`src/source/freq_counter_params.svh`:
```
/*
 * Frequency counter widths and default constants
 * shared by the package and every pipeline stage
 */

`ifndef FREQ_COUNTER_PARAMS_SVH
`define FREQ_COUNTER_PARAMS_SVH

// edge tally width, enough for a full gate at the top input rate
`define FC_COUNT_BITS 28

// reference frequency constant in 100 Hz units
`define FC_REF_BITS 24

// scaled reading, holds 99999999
`define FC_READING_BITS 27

// seven-segment digits on the readout
`define FC_DIGITS 8

// flops in each input synchronizer
`define FC_SYNC_STAGES 2

// largest value that fits on eight digits
`define FC_READING_MAX 99999999

// gate length as a power of two of reference edges
`define FC_GATE_LOG2_DEFAULT 20

// clocks per displayed digit as a power of two
`define FC_SCAN_LOG2_DEFAULT 12

// 100 MHz reference expressed in 100 Hz units
`define FC_REF_FREQ_100HZ_DEFAULT 1000000

`endif

```
`src/source/freq_counter_pkg.sv`:
```
/*
 * Frequency counter types
 * vector widths, stage payload structs and FSM encodings
 */

`default_nettype none

`include "freq_counter_params.svh"

package freq_counter_pkg;

	// edges of the measured signal seen in one gate
	typedef logic [`FC_COUNT_BITS-1:0] edge_count_t;

	// frequency in units of 100 Hz
	typedef logic [`FC_READING_BITS-1:0] reading_t;

	// packed decimal, digit 0 in the low nibble
	typedef logic [4*`FC_DIGITS-1:0] bcd_t;

	// segments, bit 0 is a and bit 6 is g, active low
	typedef logic [6:0] seg_t;

	// one-hot digit enable, active high
	typedef logic [`FC_DIGITS-1:0] anode_t;

	// tally offered by the edge counter
	typedef struct packed {
		edge_count_t count;
		logic overflow;
	} tally_s;

	// scaled reading offered to the converter
	typedef struct packed {
		reading_t value;
		logic saturated;
	} reading_s;

	// shift-add multiplier states
	typedef enum logic [1:0] {
		SCALER_IDLE,
		SCALER_MULTIPLY,
		SCALER_DONE
	} scaler_state_e;

	// double dabble states
	typedef enum logic [1:0] {
		BCD_IDLE,
		BCD_SHIFT,
		BCD_DONE
	} bcd_state_e;

endpackage

`default_nettype wire

```
`src/source/gate_timer.sv`:
```
/*
 * Gate timer
 * synchronizes the reference and toggles the gate every 2^GATE_LOG2 edges
 */

`timescale 1ns/10ps
`default_nettype none

`include "freq_counter_params.svh"

module gate_timer #(
	parameter int GATE_LOG2 = `FC_GATE_LOG2_DEFAULT
) (
	input logic clock,
	input logic reset,
	input logic ref_in,
	output logic gate
);

	// synchronizer chain plus one flop for the edge detector
	logic [`FC_SYNC_STAGES:0] ref_sync;
	logic ref_rise;
	// reference edges within the current gate phase
	logic [GATE_LOG2-1:0] ref_count;

	// rising edge once the level has crossed the synchronizer
	assign ref_rise = ref_sync[`FC_SYNC_STAGES-1] & ~ref_sync[`FC_SYNC_STAGES];

	always_ff @(posedge clock) begin
		if (reset) begin
			ref_sync <= '0;
			ref_count <= '0;
			gate <= 1'b0;
		end else begin
			// shift in the asynchronous reference
			ref_sync <= {ref_sync[`FC_SYNC_STAGES-1:0], ref_in};
			if (ref_rise) begin
				ref_count <= ref_count + 1'b1;
				// counter wraps, phase ends
				if (&ref_count) begin
					gate <= ~gate;
				end
			end
		end
	end

	// the gate moves only on a reference edge
	gate_on_ref_edge: assert property (
		@(posedge clock) disable iff (reset)
		$changed(gate) |-> $past(ref_rise)
	) else $error("gate toggled without a reference edge");

endmodule

`default_nettype wire

```
`src/source/edge_tally.sv`:
```
/*
 * Edge tally
 * counts measured-signal edges while the gate is open and offers the count
 */

`timescale 1ns/10ps
`default_nettype none

`include "freq_counter_params.svh"

module edge_tally (
	input logic clock,
	input logic reset,
	input logic meas_in,
	input logic gate,
	output logic tally_valid,
	output freq_counter_pkg::tally_s tally,
	input logic tally_ready
);

	logic [`FC_SYNC_STAGES:0] meas_sync;
	logic meas_rise;
	// gate level one cycle back
	logic gate_prev;
	logic gate_fall;
	// running count for the open gate
	freq_counter_pkg::edge_count_t count;
	logic overflow;
	// slot is free or frees up on this clock
	logic slot_free;

	assign meas_rise = meas_sync[`FC_SYNC_STAGES-1] & ~meas_sync[`FC_SYNC_STAGES];
	assign gate_fall = gate_prev & ~gate;
	assign slot_free = ~tally_valid | tally_ready;

	always_ff @(posedge clock) begin
		if (reset) begin
			meas_sync <= '0;
			gate_prev <= 1'b0;
			count <= '0;
			overflow <= 1'b0;
			tally_valid <= 1'b0;
		end else begin
			meas_sync <= {meas_sync[`FC_SYNC_STAGES-1:0], meas_in};
			gate_prev <= gate;
			// consumer took the tally
			if (tally_valid && tally_ready) begin
				tally_valid <= 1'b0;
			end
			if (gate_fall) begin
				// offer the finished count unless the old one still waits
				if (slot_free) begin
					tally_valid <= 1'b1;
				end
				count <= '0;
				overflow <= 1'b0;
			end else if (gate && meas_rise) begin
				count <= count + 1'b1;
				// wrap marks the count as unusable
				if (&count) begin
					overflow <= 1'b1;
				end
			end
		end
	end

	// payload copy, held while the tally waits
	always_ff @(posedge clock) begin
		if (gate_fall && slot_free) begin
			tally.count <= count;
			tally.overflow <= overflow;
		end
	end

	// payload holds until the handshake completes
	tally_stable: assert property (
		@(posedge clock) disable iff (reset)
		(tally_valid && !tally_ready) |=> (tally_valid && $stable(tally))
	) else $error("tally changed while waiting for ready");

endmodule

`default_nettype wire

```
`src/source/rate_scaler.sv`:
```
/*
 * Rate scaler
 * shift-add multiply of the tally by the reference, then shift and clamp
 */

`timescale 1ns/10ps
`default_nettype none

`include "freq_counter_params.svh"

module rate_scaler #(
	parameter int unsigned REF_FREQ_100HZ = `FC_REF_FREQ_100HZ_DEFAULT,
	parameter int GATE_LOG2 = `FC_GATE_LOG2_DEFAULT
) (
	input logic clock,
	input logic reset,
	input logic tally_valid,
	input freq_counter_pkg::tally_s tally,
	output logic tally_ready,
	output logic reading_valid,
	output freq_counter_pkg::reading_s reading,
	input logic reading_ready
);

	localparam int PROD_BITS = `FC_COUNT_BITS + `FC_REF_BITS;
	localparam int STEP_BITS = $clog2(`FC_REF_BITS);
	localparam logic [`FC_REF_BITS-1:0] REF_VALUE = REF_FREQ_100HZ[`FC_REF_BITS-1:0];
	localparam logic [PROD_BITS-1:0] PROD_MAX = PROD_BITS'(`FC_READING_MAX);

	freq_counter_pkg::scaler_state_e state;
	// multiplicand moves left as the multiplier moves right
	logic [PROD_BITS-1:0] multiplicand;
	logic [`FC_REF_BITS-1:0] multiplier;
	logic [PROD_BITS-1:0] product;
	logic [PROD_BITS-1:0] product_next;
	logic [PROD_BITS-1:0] scaled;
	logic [STEP_BITS-1:0] step;
	logic overflowed;
	logic clamp;

	assign product_next = multiplier[0] ? product + multiplicand : product;
	// divide by the gate length
	assign scaled = product >> GATE_LOG2;
	assign clamp = overflowed | (scaled > PROD_MAX);
	assign tally_ready = (state == freq_counter_pkg::SCALER_IDLE);

	always_ff @(posedge clock) begin
		if (reset) begin
			state <= freq_counter_pkg::SCALER_IDLE;
			step <= '0;
			reading_valid <= 1'b0;
		end else begin
			case (state)
				freq_counter_pkg::SCALER_IDLE: begin
					step <= '0;
					if (tally_valid) begin
						state <= freq_counter_pkg::SCALER_MULTIPLY;
					end
				end
				freq_counter_pkg::SCALER_MULTIPLY: begin
					step <= step + 1'b1;
					// one reference bit per clock
					if (step == STEP_BITS'(`FC_REF_BITS - 1)) begin
						state <= freq_counter_pkg::SCALER_DONE;
					end
				end
				freq_counter_pkg::SCALER_DONE: begin
					if (!reading_valid) begin
						reading_valid <= 1'b1;
					end else if (reading_ready) begin
						reading_valid <= 1'b0;
						state <= freq_counter_pkg::SCALER_IDLE;
					end
				end
				default: begin
					state <= freq_counter_pkg::SCALER_IDLE;
				end
			endcase
		end
	end

	// datapath
	always_ff @(posedge clock) begin
		if (tally_ready && tally_valid) begin
			multiplicand <= PROD_BITS'(tally.count);
			multiplier <= REF_VALUE;
			product <= '0;
			overflowed <= tally.overflow;
		end
		if (state == freq_counter_pkg::SCALER_MULTIPLY) begin
			product <= product_next;
			multiplicand <= multiplicand << 1;
			multiplier <= multiplier >> 1;
		end
		// result registered once, held until taken
		if (state == freq_counter_pkg::SCALER_DONE && !reading_valid) begin
			reading.value <= clamp ? freq_counter_pkg::reading_t'(`FC_READING_MAX) :
				scaled[`FC_READING_BITS-1:0];
			reading.saturated <= clamp;
		end
	end

	reading_in_range: assert property (
		@(posedge clock) disable iff (reset)
		reading_valid |-> (reading.value <= `FC_READING_MAX)
	) else $error("reading above the display limit");

endmodule

`default_nettype wire

```
`src/source/bcd_converter.sv`:
```
/*
 * BCD converter
 * iterative double dabble from the binary reading to eight decimal digits
 */

`timescale 1ns/10ps
`default_nettype none

`include "freq_counter_params.svh"

module bcd_converter (
	input logic clock,
	input logic reset,
	input logic reading_valid,
	input freq_counter_pkg::reading_s reading,
	output logic reading_ready,
	output logic bcd_valid,
	output freq_counter_pkg::bcd_t bcd
);

	localparam int STEP_BITS = $clog2(`FC_READING_BITS);

	freq_counter_pkg::bcd_state_e state;
	// binary bits still to shift in, msb first
	freq_counter_pkg::reading_t binary;
	// digits being built
	freq_counter_pkg::bcd_t work;
	freq_counter_pkg::bcd_t corrected;
	logic [STEP_BITS-1:0] step;

	// add 3 to any nibble of 5 or more before the shift
	function automatic freq_counter_pkg::bcd_t add_three(input freq_counter_pkg::bcd_t value);
		freq_counter_pkg::bcd_t result;
		result = value;
		for (int i = 0; i < `FC_DIGITS; i++) begin
			if (value[4*i +: 4] > 4'd4) begin
				result[4*i +: 4] = value[4*i +: 4] + 4'd3;
			end
		end
		return result;
	endfunction

	// every nibble a decimal digit
	function automatic logic digits_valid(input freq_counter_pkg::bcd_t value);
		logic ok;
		ok = 1'b1;
		for (int i = 0; i < `FC_DIGITS; i++) begin
			if (value[4*i +: 4] > 4'd9) begin
				ok = 1'b0;
			end
		end
		return ok;
	endfunction

	assign corrected = add_three(work);
	assign reading_ready = (state == freq_counter_pkg::BCD_IDLE);

	always_ff @(posedge clock) begin
		if (reset) begin
			state <= freq_counter_pkg::BCD_IDLE;
			step <= '0;
			bcd_valid <= 1'b0;
		end else begin
			// single-cycle pulse
			bcd_valid <= 1'b0;
			case (state)
				freq_counter_pkg::BCD_IDLE: begin
					step <= '0;
					if (reading_valid) begin
						state <= freq_counter_pkg::BCD_SHIFT;
					end
				end
				freq_counter_pkg::BCD_SHIFT: begin
					step <= step + 1'b1;
					if (step == STEP_BITS'(`FC_READING_BITS - 1)) begin
						state <= freq_counter_pkg::BCD_DONE;
					end
				end
				freq_counter_pkg::BCD_DONE: begin
					bcd_valid <= 1'b1;
					state <= freq_counter_pkg::BCD_IDLE;
				end
				default: begin
					state <= freq_counter_pkg::BCD_IDLE;
				end
			endcase
		end
	end

	// datapath
	always_ff @(posedge clock) begin
		if (reading_ready && reading_valid) begin
			// saturated reading shows all nines
			binary <= reading.saturated ? freq_counter_pkg::reading_t'(`FC_READING_MAX) :
				reading.value;
			work <= '0;
		end
		if (state == freq_counter_pkg::BCD_SHIFT) begin
			work <= {corrected[4*`FC_DIGITS-2:0], binary[`FC_READING_BITS-1]};
			binary <= binary << 1;
		end
		if (state == freq_counter_pkg::BCD_DONE) begin
			bcd <= work;
		end
	end

	bcd_digits_decimal: assert property (
		@(posedge clock) disable iff (reset)
		bcd_valid |-> digits_valid(bcd)
	) else $error("bcd nibble above 9");

endmodule

`default_nettype wire

```
`src/source/digit_scanner.sv`:
```
/*
 * Digit scanner
 * holds the last BCD reading and multiplexes it onto a common-anode display
 */

`timescale 1ns/10ps
`default_nettype none

`include "freq_counter_params.svh"

module digit_scanner #(
	parameter int SCAN_LOG2 = `FC_SCAN_LOG2_DEFAULT
) (
	input logic clock,
	input logic reset,
	input logic bcd_valid,
	input freq_counter_pkg::bcd_t bcd,
	output freq_counter_pkg::seg_t segment,
	output freq_counter_pkg::anode_t anode
);

	localparam int INDEX_BITS = $clog2(`FC_DIGITS);

	// reading on show
	freq_counter_pkg::bcd_t held;
	// clocks spent on the current digit
	logic [SCAN_LOG2-1:0] prescale;
	logic [INDEX_BITS-1:0] digit_index;
	logic [3:0] digit;

	assign digit = held[4*digit_index +: 4];

	always_ff @(posedge clock) begin
		if (reset) begin
			held <= '0;
			prescale <= '0;
			digit_index <= '0;
			anode <= freq_counter_pkg::anode_t'(1);
		end else begin
			if (bcd_valid) begin
				held <= bcd;
			end
			prescale <= prescale + 1'b1;
			// next digit when the prescaler wraps
			if (&prescale) begin
				anode <= {anode[`FC_DIGITS-2:0], anode[`FC_DIGITS-1]};
				if (digit_index == INDEX_BITS'(`FC_DIGITS - 1)) begin
					digit_index <= '0;
				end else begin
					digit_index <= digit_index + 1'b1;
				end
			end
		end
	end

	// segments g..a, low lights the segment
	always_comb begin
		case (digit)
			4'd0: segment = 7'b1000000;
			4'd1: segment = 7'b1111001;
			4'd2: segment = 7'b0100100;
			4'd3: segment = 7'b0110000;
			4'd4: segment = 7'b0011001;
			4'd5: segment = 7'b0010010;
			4'd6: segment = 7'b0000010;
			4'd7: segment = 7'b1111000;
			4'd8: segment = 7'b0000000;
			4'd9: segment = 7'b0010000;
			// blank for anything not decimal
			default: segment = 7'b1111111;
		endcase
	end

	anode_one_hot: assert property (
		@(posedge clock) disable iff (reset)
		$onehot(anode)
	) else $error("anode not one-hot");

	// rotating anode and digit index stay in step
	anode_matches_index: assert property (
		@(posedge clock) disable iff (reset)
		anode[digit_index]
	) else $error("anode and digit index disagree");

endmodule

`default_nettype wire

```
`src/source/freq_counter_top.sv`:
```
/*
 * Gated frequency counter
 * gate timer, edge tally, rate scaler, BCD converter and digit scanner
 */

`timescale 1ns/10ps
`default_nettype none

`include "freq_counter_params.svh"

module freq_counter_top #(
	parameter int unsigned REF_FREQ_100HZ = `FC_REF_FREQ_100HZ_DEFAULT,
	parameter int GATE_LOG2 = `FC_GATE_LOG2_DEFAULT,
	parameter int SCAN_LOG2 = `FC_SCAN_LOG2_DEFAULT
) (
	input logic clock,
	input logic reset,
	input logic ref_in,
	input logic meas_in,
	output logic gate,
	output logic bcd_valid,
	output freq_counter_pkg::bcd_t bcd,
	output freq_counter_pkg::seg_t segment,
	output freq_counter_pkg::anode_t anode
);

	// edge tally to rate scaler
	logic tally_valid;
	logic tally_ready;
	freq_counter_pkg::tally_s tally;
	// rate scaler to bcd converter
	logic reading_valid;
	logic reading_ready;
	freq_counter_pkg::reading_s reading;

	gate_timer #(
		.GATE_LOG2(GATE_LOG2)
	) i_gate_timer (
		.clock(clock),
		.reset(reset),
		.ref_in(ref_in),
		.gate(gate)
	);

	edge_tally i_edge_tally (
		.clock(clock),
		.reset(reset),
		.meas_in(meas_in),
		.gate(gate),
		.tally_valid(tally_valid),
		.tally(tally),
		.tally_ready(tally_ready)
	);

	rate_scaler #(
		.REF_FREQ_100HZ(REF_FREQ_100HZ),
		.GATE_LOG2(GATE_LOG2)
	) i_rate_scaler (
		.clock(clock),
		.reset(reset),
		.tally_valid(tally_valid),
		.tally(tally),
		.tally_ready(tally_ready),
		.reading_valid(reading_valid),
		.reading(reading),
		.reading_ready(reading_ready)
	);

	bcd_converter i_bcd_converter (
		.clock(clock),
		.reset(reset),
		.reading_valid(reading_valid),
		.reading(reading),
		.reading_ready(reading_ready),
		.bcd_valid(bcd_valid),
		.bcd(bcd)
	);

	digit_scanner #(
		.SCAN_LOG2(SCAN_LOG2)
	) i_digit_scanner (
		.clock(clock),
		.reset(reset),
		.bcd_valid(bcd_valid),
		.bcd(bcd),
		.segment(segment),
		.anode(anode)
	);

endmodule

`default_nettype wire

```
`config.mk`:
```
export PLATFORM = sky130hd
export DESIGN_NAME = freq_counter_top
export DESIGN_NICKNAME = d
export VERILOG_FILES = /design/src/source/freq_counter_pkg.sv /design/src/source/gate_timer.sv /design/src/source/edge_tally.sv /design/src/source/rate_scaler.sv /design/src/source/bcd_converter.sv /design/src/source/digit_scanner.sv /design/src/source/freq_counter_top.sv
export VERILOG_INCLUDE_DIRS = /design/src /design/src/source
export SDC_FILE = /design/constraint.sdc
export NUM_CORES = 1
export LEC_CHECK = 0
export BUFFER_PORTS_ARGS = -buffer_cell sky130_fd_sc_hd__buf_2
export CORE_ASPECT_RATIO = 0.7
export CORE_UTILIZATION = 35
export CTS_CLUSTER_DIAMETER = 80
export DETAILED_ROUTE_END_ITERATION = 10
export SLEW_MARGIN = 40
export SYNTH_ARGS = -nofsm -noshare
export SYNTH_HDL_FRONTEND = slang
export SYNTH_SLANG_ARGS = --single-unit
```
`constraint.sdc`:
```
create_clock -name clock -period 7.45 [get_ports clock]
set_clock_uncertainty 0.15 [all_clocks]
set_input_delay 0.3725 -clock clock [delete_from_list [all_inputs] [get_ports clock]]
set_output_delay 0.3725 -clock clock [all_outputs]
set_load 0.005 [all_outputs]
```
## Yosys cells after proc, flatten, opt, wreduce, memory -nomap -nowiden

Memory sizes are Yosys's and may differ from the RTL's.
Index checks and enable logic that the tools add are counted.

- Memories: 1
- Bits in read-only memories: 112
- Logic and storage cells: 137
- Register bits: 402
- Bits of input ports: 4

Memory list:

| name | words | width | read ports | clocked after Yosys merged registers in | wr ports | line | RTL |
|---|---|---|---|---|---|---|---|
| (no name shown) | 16 | 7 | 1 | 0 | 0 | digit_scanner.sv:58 | `case (digit)` |

- Shift-type cells: 1
- Bitwise operators: 9
- Equal/unequal tests: 14
- $lt $le $gt $ge: 9
- Mux-type cells: 37
- $add $sub $neg: 15
- Reductions and logical operators: 19

Operators by type and width:

| kind | count |
|---|---|
| 2-to-1 mux 52 bit | 5 |
| 2-to-1 mux 27 bit | 3 |
| 2-to-1 mux 32 bit | 2 |
| adder 52 bit | 1 |
| > comparator 32 x 27 -> 1 bit (second input constant) | 1 |
| > comparator 4 x 3 -> 1 bit (second input constant) | 8 |
| indexed part select 32 x 6 -> 4 bit | 1 |
| AND reduction 29 bit | 1 |
| adder 28 x 1 -> 28 bit (second input constant) | 1 |
| adder 4 x 2 -> 4 bit (second input constant) | 7 |
| 2-to-1 mux 4 bit | 7 |
| AND reduction 21 bit | 1 |
| adder 20 x 1 -> 20 bit (second input constant) | 1 |
| 2-to-1 mux 20 bit | 1 |
| one-hot mux 5 bit (2 select lines) | 2 |
| 2-to-1 mux 19 bit | 1 |
| adder 12 x 1 -> 12 bit (second input constant) | 1 |
| 2-to-1 mux 2 bit | 6 |
| != test 2 x 1 -> 1 bit (second input constant) | 6 |
| AND reduction 12 bit | 1 |
| adder 5 x 1 -> 5 bit (second input constant) | 2 |
| equality test 5 bit (second input constant) | 2 |
| nonzero test 2 bit | 4 |
| 2-to-1 mux 1 bit | 6 |
| 18 further kinds | 33 |

## Longest topological paths before layout

- Depth in word-level cells: 5
- Depth in mapped cells: 12

## Modules after synthesis

A second synthesis with hierarchy kept.

- Cell total of the unflattened synthesis: 1798
- Area, all modules: 19895.3 um2

By module, submodules not included:

| module | sequential area each (um2) | instances | cells an instance | area each (um2) |
|---|---|---|---|---|
| rate_scaler | 4744.6 | 1 | 875 | 9350.2 |
| bcd_converter | 2882.8 | 1 | 357 | 4490.6 |
| digit_scanner | 1101.1 | 1 | 240 | 2499.9 |
| edge_tally | 1551.5 | 1 | 205 | 2409.8 |
| gate_timer | 480.5 | 1 | 121 | 1144.8 |

## Least setup slack after synthesis

OpenSTA, ideal clock, no wires.

- Kind: flip-flop to flip-flop
- Start point: register i_rate_scaler.state[1]
- End point: register i_rate_scaler.multiplicand[10] (enable)
- Buffers on the path: 3
- Data arrival time: 2.378 ns
- Setup time: 0.737 ns
- Data required time: 6.563 ns
- Setup slack: 4.185 ns
- Stages on the path, launching flop included: 7
- Path through: dfxtp_1 -> nor2b_1 -> clkbuf_1 -> inv_1 -> buf_6 -> clkbuf_1 -> nand2_1

- Longest elaborated chain between the ends: 3
- Elaborated cells between the ends (all ways): 4

Ends and longest elaborated chain:

| what | line | RTL |
|---|---|---|
| start, declared | rate_scaler.sv:30 | `freq_counter_pkg::scaler_state_e state;` |
| start signal, assigned | rate_scaler.sv:49 | `state <= freq_counter_pkg::SCALER_IDLE;` |
| start signal, assigned | rate_scaler.sv:57 | `state <= freq_counter_pkg::SCALER_MULTIPLY;` |
| start signal, assigned | rate_scaler.sv:64 | `state <= freq_counter_pkg::SCALER_DONE;` |
| zero test 2 bit | rate_scaler.sv:45 | `assign tally_ready = (state == freq_counter_pkg::SCALER_IDLE);` |
| logical AND 1 bit | rate_scaler.sv:84 | `if (tally_ready && tally_valid) begin` |
| nonzero test 2 bit (no source line) * | -- |  |
| end signal, assigned | rate_scaler.sv:85 | `multiplicand <= PROD_BITS'(tally.count);` |
| end signal, assigned | rate_scaler.sv:92 | `multiplicand <= multiplicand << 1;` |
| end, declared | rate_scaler.sv:32 | `logic [PROD_BITS-1:0] multiplicand;` |

Mark *: on every way between the ends. The rest lies on a longest branch, timed or not.
A chain may end at the register's enable or synchronous reset.

## Worst setup path in the final report

- Start point: register i_digit_scanner.digit_index[0]
- End point: output port segment[3]

- Longest elaborated chain between the ends: 2

Ends and longest elaborated chain:

| what | line | RTL |
|---|---|---|
| start, declared | digit_scanner.sv:28 | `logic [INDEX_BITS-1:0] digit_index;` |
| start signal, assigned | digit_scanner.sv:50 | `digit_index <= digit_index + 1'b1;` |
| indexed part select 32 x 6 -> 4 bit | digit_scanner.sv:31 | `assign digit = held[4*digit_index +: 4];` |
| memory read (16 x 7 bit) | -- |  |
| end, declared | freq_counter_top.sv:23 | `output freq_counter_pkg::seg_t segment,` |

Every way passes these cells.

==> impl_metrics.env <==
export IMPL_status="complete, no violations"
export IMPL_synth_edf_count=271
export IMPL_muxShareOfSynthArea_pct=3.36
export IMPL_grt_setup_unrepaired="no"
export IMPL_synth_compound_area_share_pct=11.2
export IMPL_n_fill_cell=5110
export IMPL_clk_path_buf_depth=3
export IMPL_critPathMaxFanout=11
export IMPL_yosysSeqAreaShare_pct=57.0
export IMPL_synth_area_per_cell_sq_um=11.0
export IMPL_vias_per_cell=5.00
export IMPL_synthesis_instances=1721
export IMPL_fin_crit_ps=3520
export IMPL_grt_pass1_wl_um=63100
export IMPL_critPathKind="reg2out"
export IMPL_synth_top_family_by_area="simple AND/OR/NAND/NOR gates"
export IMPL_tightest_slew_ps=770
export IMPL_synth_distinct_cells=68
export IMPL_cts_root_buf="clkbuf_16"
export IMPL_period_share_pct=47.3
export IMPL_hold_class="reg2reg"
export IMPL_grt_usage_pct=14.0
export IMPL_synth_cell_area_sq_mm=0.0189
export IMPL_antenna_found_initial=1
export IMPL_relSlewSlack_pct=48.5
export IMPL_detail_route_antenna_nets=0
export IMPL_vias=12491
export IMPL_max_vdd_ir_drop_uv=140
export IMPL_syn2layout_area_growth_pct=12.6
export IMPL_wirelength_um=38300
export IMPL_power_density_mw_per_mm2=215
export IMPL_synthAdderAreaFrac_pct=5.41
export IMPL_design_die_area_sq_mm=0.0549
export IMPL_grt_pass1_vias=11814
export IMPL_nets=1832
export IMPL_cts_made_buffers=40
export IMPL_wl_per_cell_um=15.3
export IMPL_required_ps=6930
export IMPL_slew_viol_final=0
export IMPL_async_flop_share_pct=0
export IMPL_final_hold_viol_count=0
export IMPL_yosysMostFrequentCell="edfxtp_1"
export IMPL_synth_commonest_cells="edfxtp_1, nor2_1, nand2_1"
export IMPL_yosys_warnings=0
export IMPL_total_power_mw=4.56
export IMPL_synth_xor_area_share_pct=4.60
export IMPL_ios=53
export IMPL_h_tree_depth=2
export IMPL_initial_core_util_pct=35.8
export IMPL_gp_congestion=0.871
export IMPL_die_height_um=196
export IMPL_pwr_share_seq_pct=51.7
export IMPL_drc=0
export IMPL_n_antenna_cell=0
export IMPL_drt_iter0_drc=940
export IMPL_switching_share_pct=19.6
export IMPL_cts_tree="built"
export IMPL_port_buffers=52
export IMPL_min_path_cells=0
export IMPL_critPathCaptureType="primary output"
export IMPL_synth_top_area_share_pct=43.1
export IMPL_core_sq_mm=0.0527
export IMPL_finalSetupTns_ps=0
export IMPL_maxCapViolCount=0
export IMPL_leakagePower_nw=7.45
export IMPL_cp_start_kind="flop"
export IMPL_grt_max_degree=95
export IMPL_dr_pass1_iters=5
export IMPL_dp_hpwl_um=25900
export IMPL_path_clk_slew_ps=60
export IMPL_max_freq_mhz=284
export IMPL_power_switching_uw=896
export IMPL_worstSkewPairLatency_ps=550
export IMPL_fin_util_pct=40.3
export IMPL_ys_ff_latch=402
export IMPL_gr_total_overflow=0
export IMPL_crit_arrival_ps=3000
export IMPL_syn_nets=1806
export IMPL_cts_resized=0
export IMPL_layout_drive_gt1_share_pct=9.39
export IMPL_setup_violations=0
export IMPL_comb_power_share_pct=0.5
export IMPL_die_w_um=280
export IMPL_p_clk_share_pct=47.8
export IMPL_synth_area_top_cells="edfxtp_1, dfxtp_1, ha_1"
export IMPL_yosysTopAreaCell="edfxtp_1"
export IMPL_synth_ff_type="edfxtp_1"
export IMPL_synthSimpleGateAreaFrac_pct=15.4
export IMPL_r2r_cells=12
export IMPL_p_int_mw=3.67
export IMPL_cts_sinks=402
export IMPL_row_count=70
critical path: stages, from the launching register on:
cell	delay (ps)
dfxtp_1	750
mux4_2	610
mux2_2	340
inv_1	150
ha_1	160
nor2_1	40
o21a_1	180
a21oi_1	100
buf_2	120
power groups by stage:
stage	Sequential, mW	Combinational (mW)	Clock [mW]
after floorplan	2.41	0.0163	0
after global placement	2.41	0.0202	0
after detailed placement	2.41	0.0212	0
after CTS	2.36	0.0220	2.24
after global routing	2.36	0.0247	2.33
final	2.36	0.0215	2.18
area by class of cell:
class	instances	area [sq um]	area share, %
flip-flops and latches	402	10800	50.7
inverters	52	195	0.919
well taps	720	901	4.24
repair buffers	65	377	1.77
clock buffers	57	1200	5.65
clock inverters	17	228	1.07
multi-input cells	1186	7570	35.7
final timing paths:
kind	from	slack, ps	end
max	i_digit_scanner.digit_index[0]	3930	segment[3]
min	i_edge_tally.tally[0]	270	i_rate_scaler.overflowed
max reg2reg	i_rate_scaler.multiplicand[0]	3950	i_rate_scaler.product[42]
min reg2reg	i_edge_tally.tally[0]	270	i_rate_scaler.overflowed
registers in the layout, indices dropped and copies added (netlist names), 2 cells and up:
| signal | flops |
|---|---|
| i_bcd_converter.binary | 27 |
| i_gate_timer.ref_count | 20 |
| i_gate_timer.ref_sync | 3 |
| i_edge_tally.count | 28 |
| i_edge_tally.meas_sync | 3 |
| i_edge_tally.tally | 29 |
| i_bcd_converter.work | 32 |
| i_digit_scanner.prescale | 12 |
| i_rate_scaler.multiplicand | 52 |
| i_rate_scaler.product | 52 |
| i_rate_scaler.step | 5 |
| i_bcd_converter.bcd | 32 |
| i_digit_scanner.anode | 8 |
| i_digit_scanner.held | 32 |
| i_bcd_converter.state | 2 |
| i_rate_scaler.multiplier | 20 |
| i_rate_scaler.reading | 28 |
| i_digit_scanner.digit_index | 3 |
| i_rate_scaler.state | 2 |
| i_bcd_converter.step | 5 |
cells in the final DEF (no fill, tap or decap), types with 4 or more instances in the layout:
cell type / count
and3_1: 15
a22o_1: 34
nor3_1: 12
o31ai_1: 4
inv_6: 4
o21ai_0: 78
nand2b_1: 18
clkbuf_1: 8
a21oi_1: 139
clkbuf_8: 5
or3_1: 35
o211ai_1: 4
o21bai_1: 13
nor2b_1: 19
and4_1: 6
mux2i_1: 43
xnor2_1: 40
or2_2: 11
a31oi_1: 5
inv_1: 51
a21o_1: 23
nand4_1: 34
bufinv_16: 5
mux4_2: 8
nand3_1: 28
nor2_1: 226
ha_1: 80
clkbuf_16: 44
dfxtp_1: 130
xor2_1: 59
and2_1: 49
edfxtp_1: 271
buf_2: 51
buf_4: 9
nand2_1: 138
o21a_1: 9
stage by stage:
stage                     setup slack, ps  cell area, sq um  hold slack [ps]  cells
after detailed placement             4010             19800              255   2423
final                                3930             21200              268   2499
after CTS                            3850             21200              270   2499
after global routing                 3720             21200              298   2499
after global placement               4080             19800              259   2423
after floorplan                      4190             18900              250   1721
cell families (layout without fill, tap and decap cells):
kind of cell | after synthesis | in the layout
AO/OA/AOI/OAI | 339 | 339
XOR/XNOR | 99 | 99
adder cells (fa/ha/maj) | 81 | 81
buffers and inverters | 133 | 191
flip-flops | 402 | 402
multiplexers | 53 | 53
AND/OR/NAND/NOR | 614 | 614
what timing repair did:
item	4_1_cts	5_1_grt
setup buffers	0	0
hold endpoints to repair	2	0
hold buffers	2	0
metal layers:
metal  GRT usage [%]  wire length (um)  vias to the layer above
met5               0                13                        -
li1                -                 -                     6206
met4            3.10               581                        2
met1            22.0             20700                     5979
met2            19.4             14900                      255
met3            2.77              2120                       49
(Power assumes the default switching activity.)
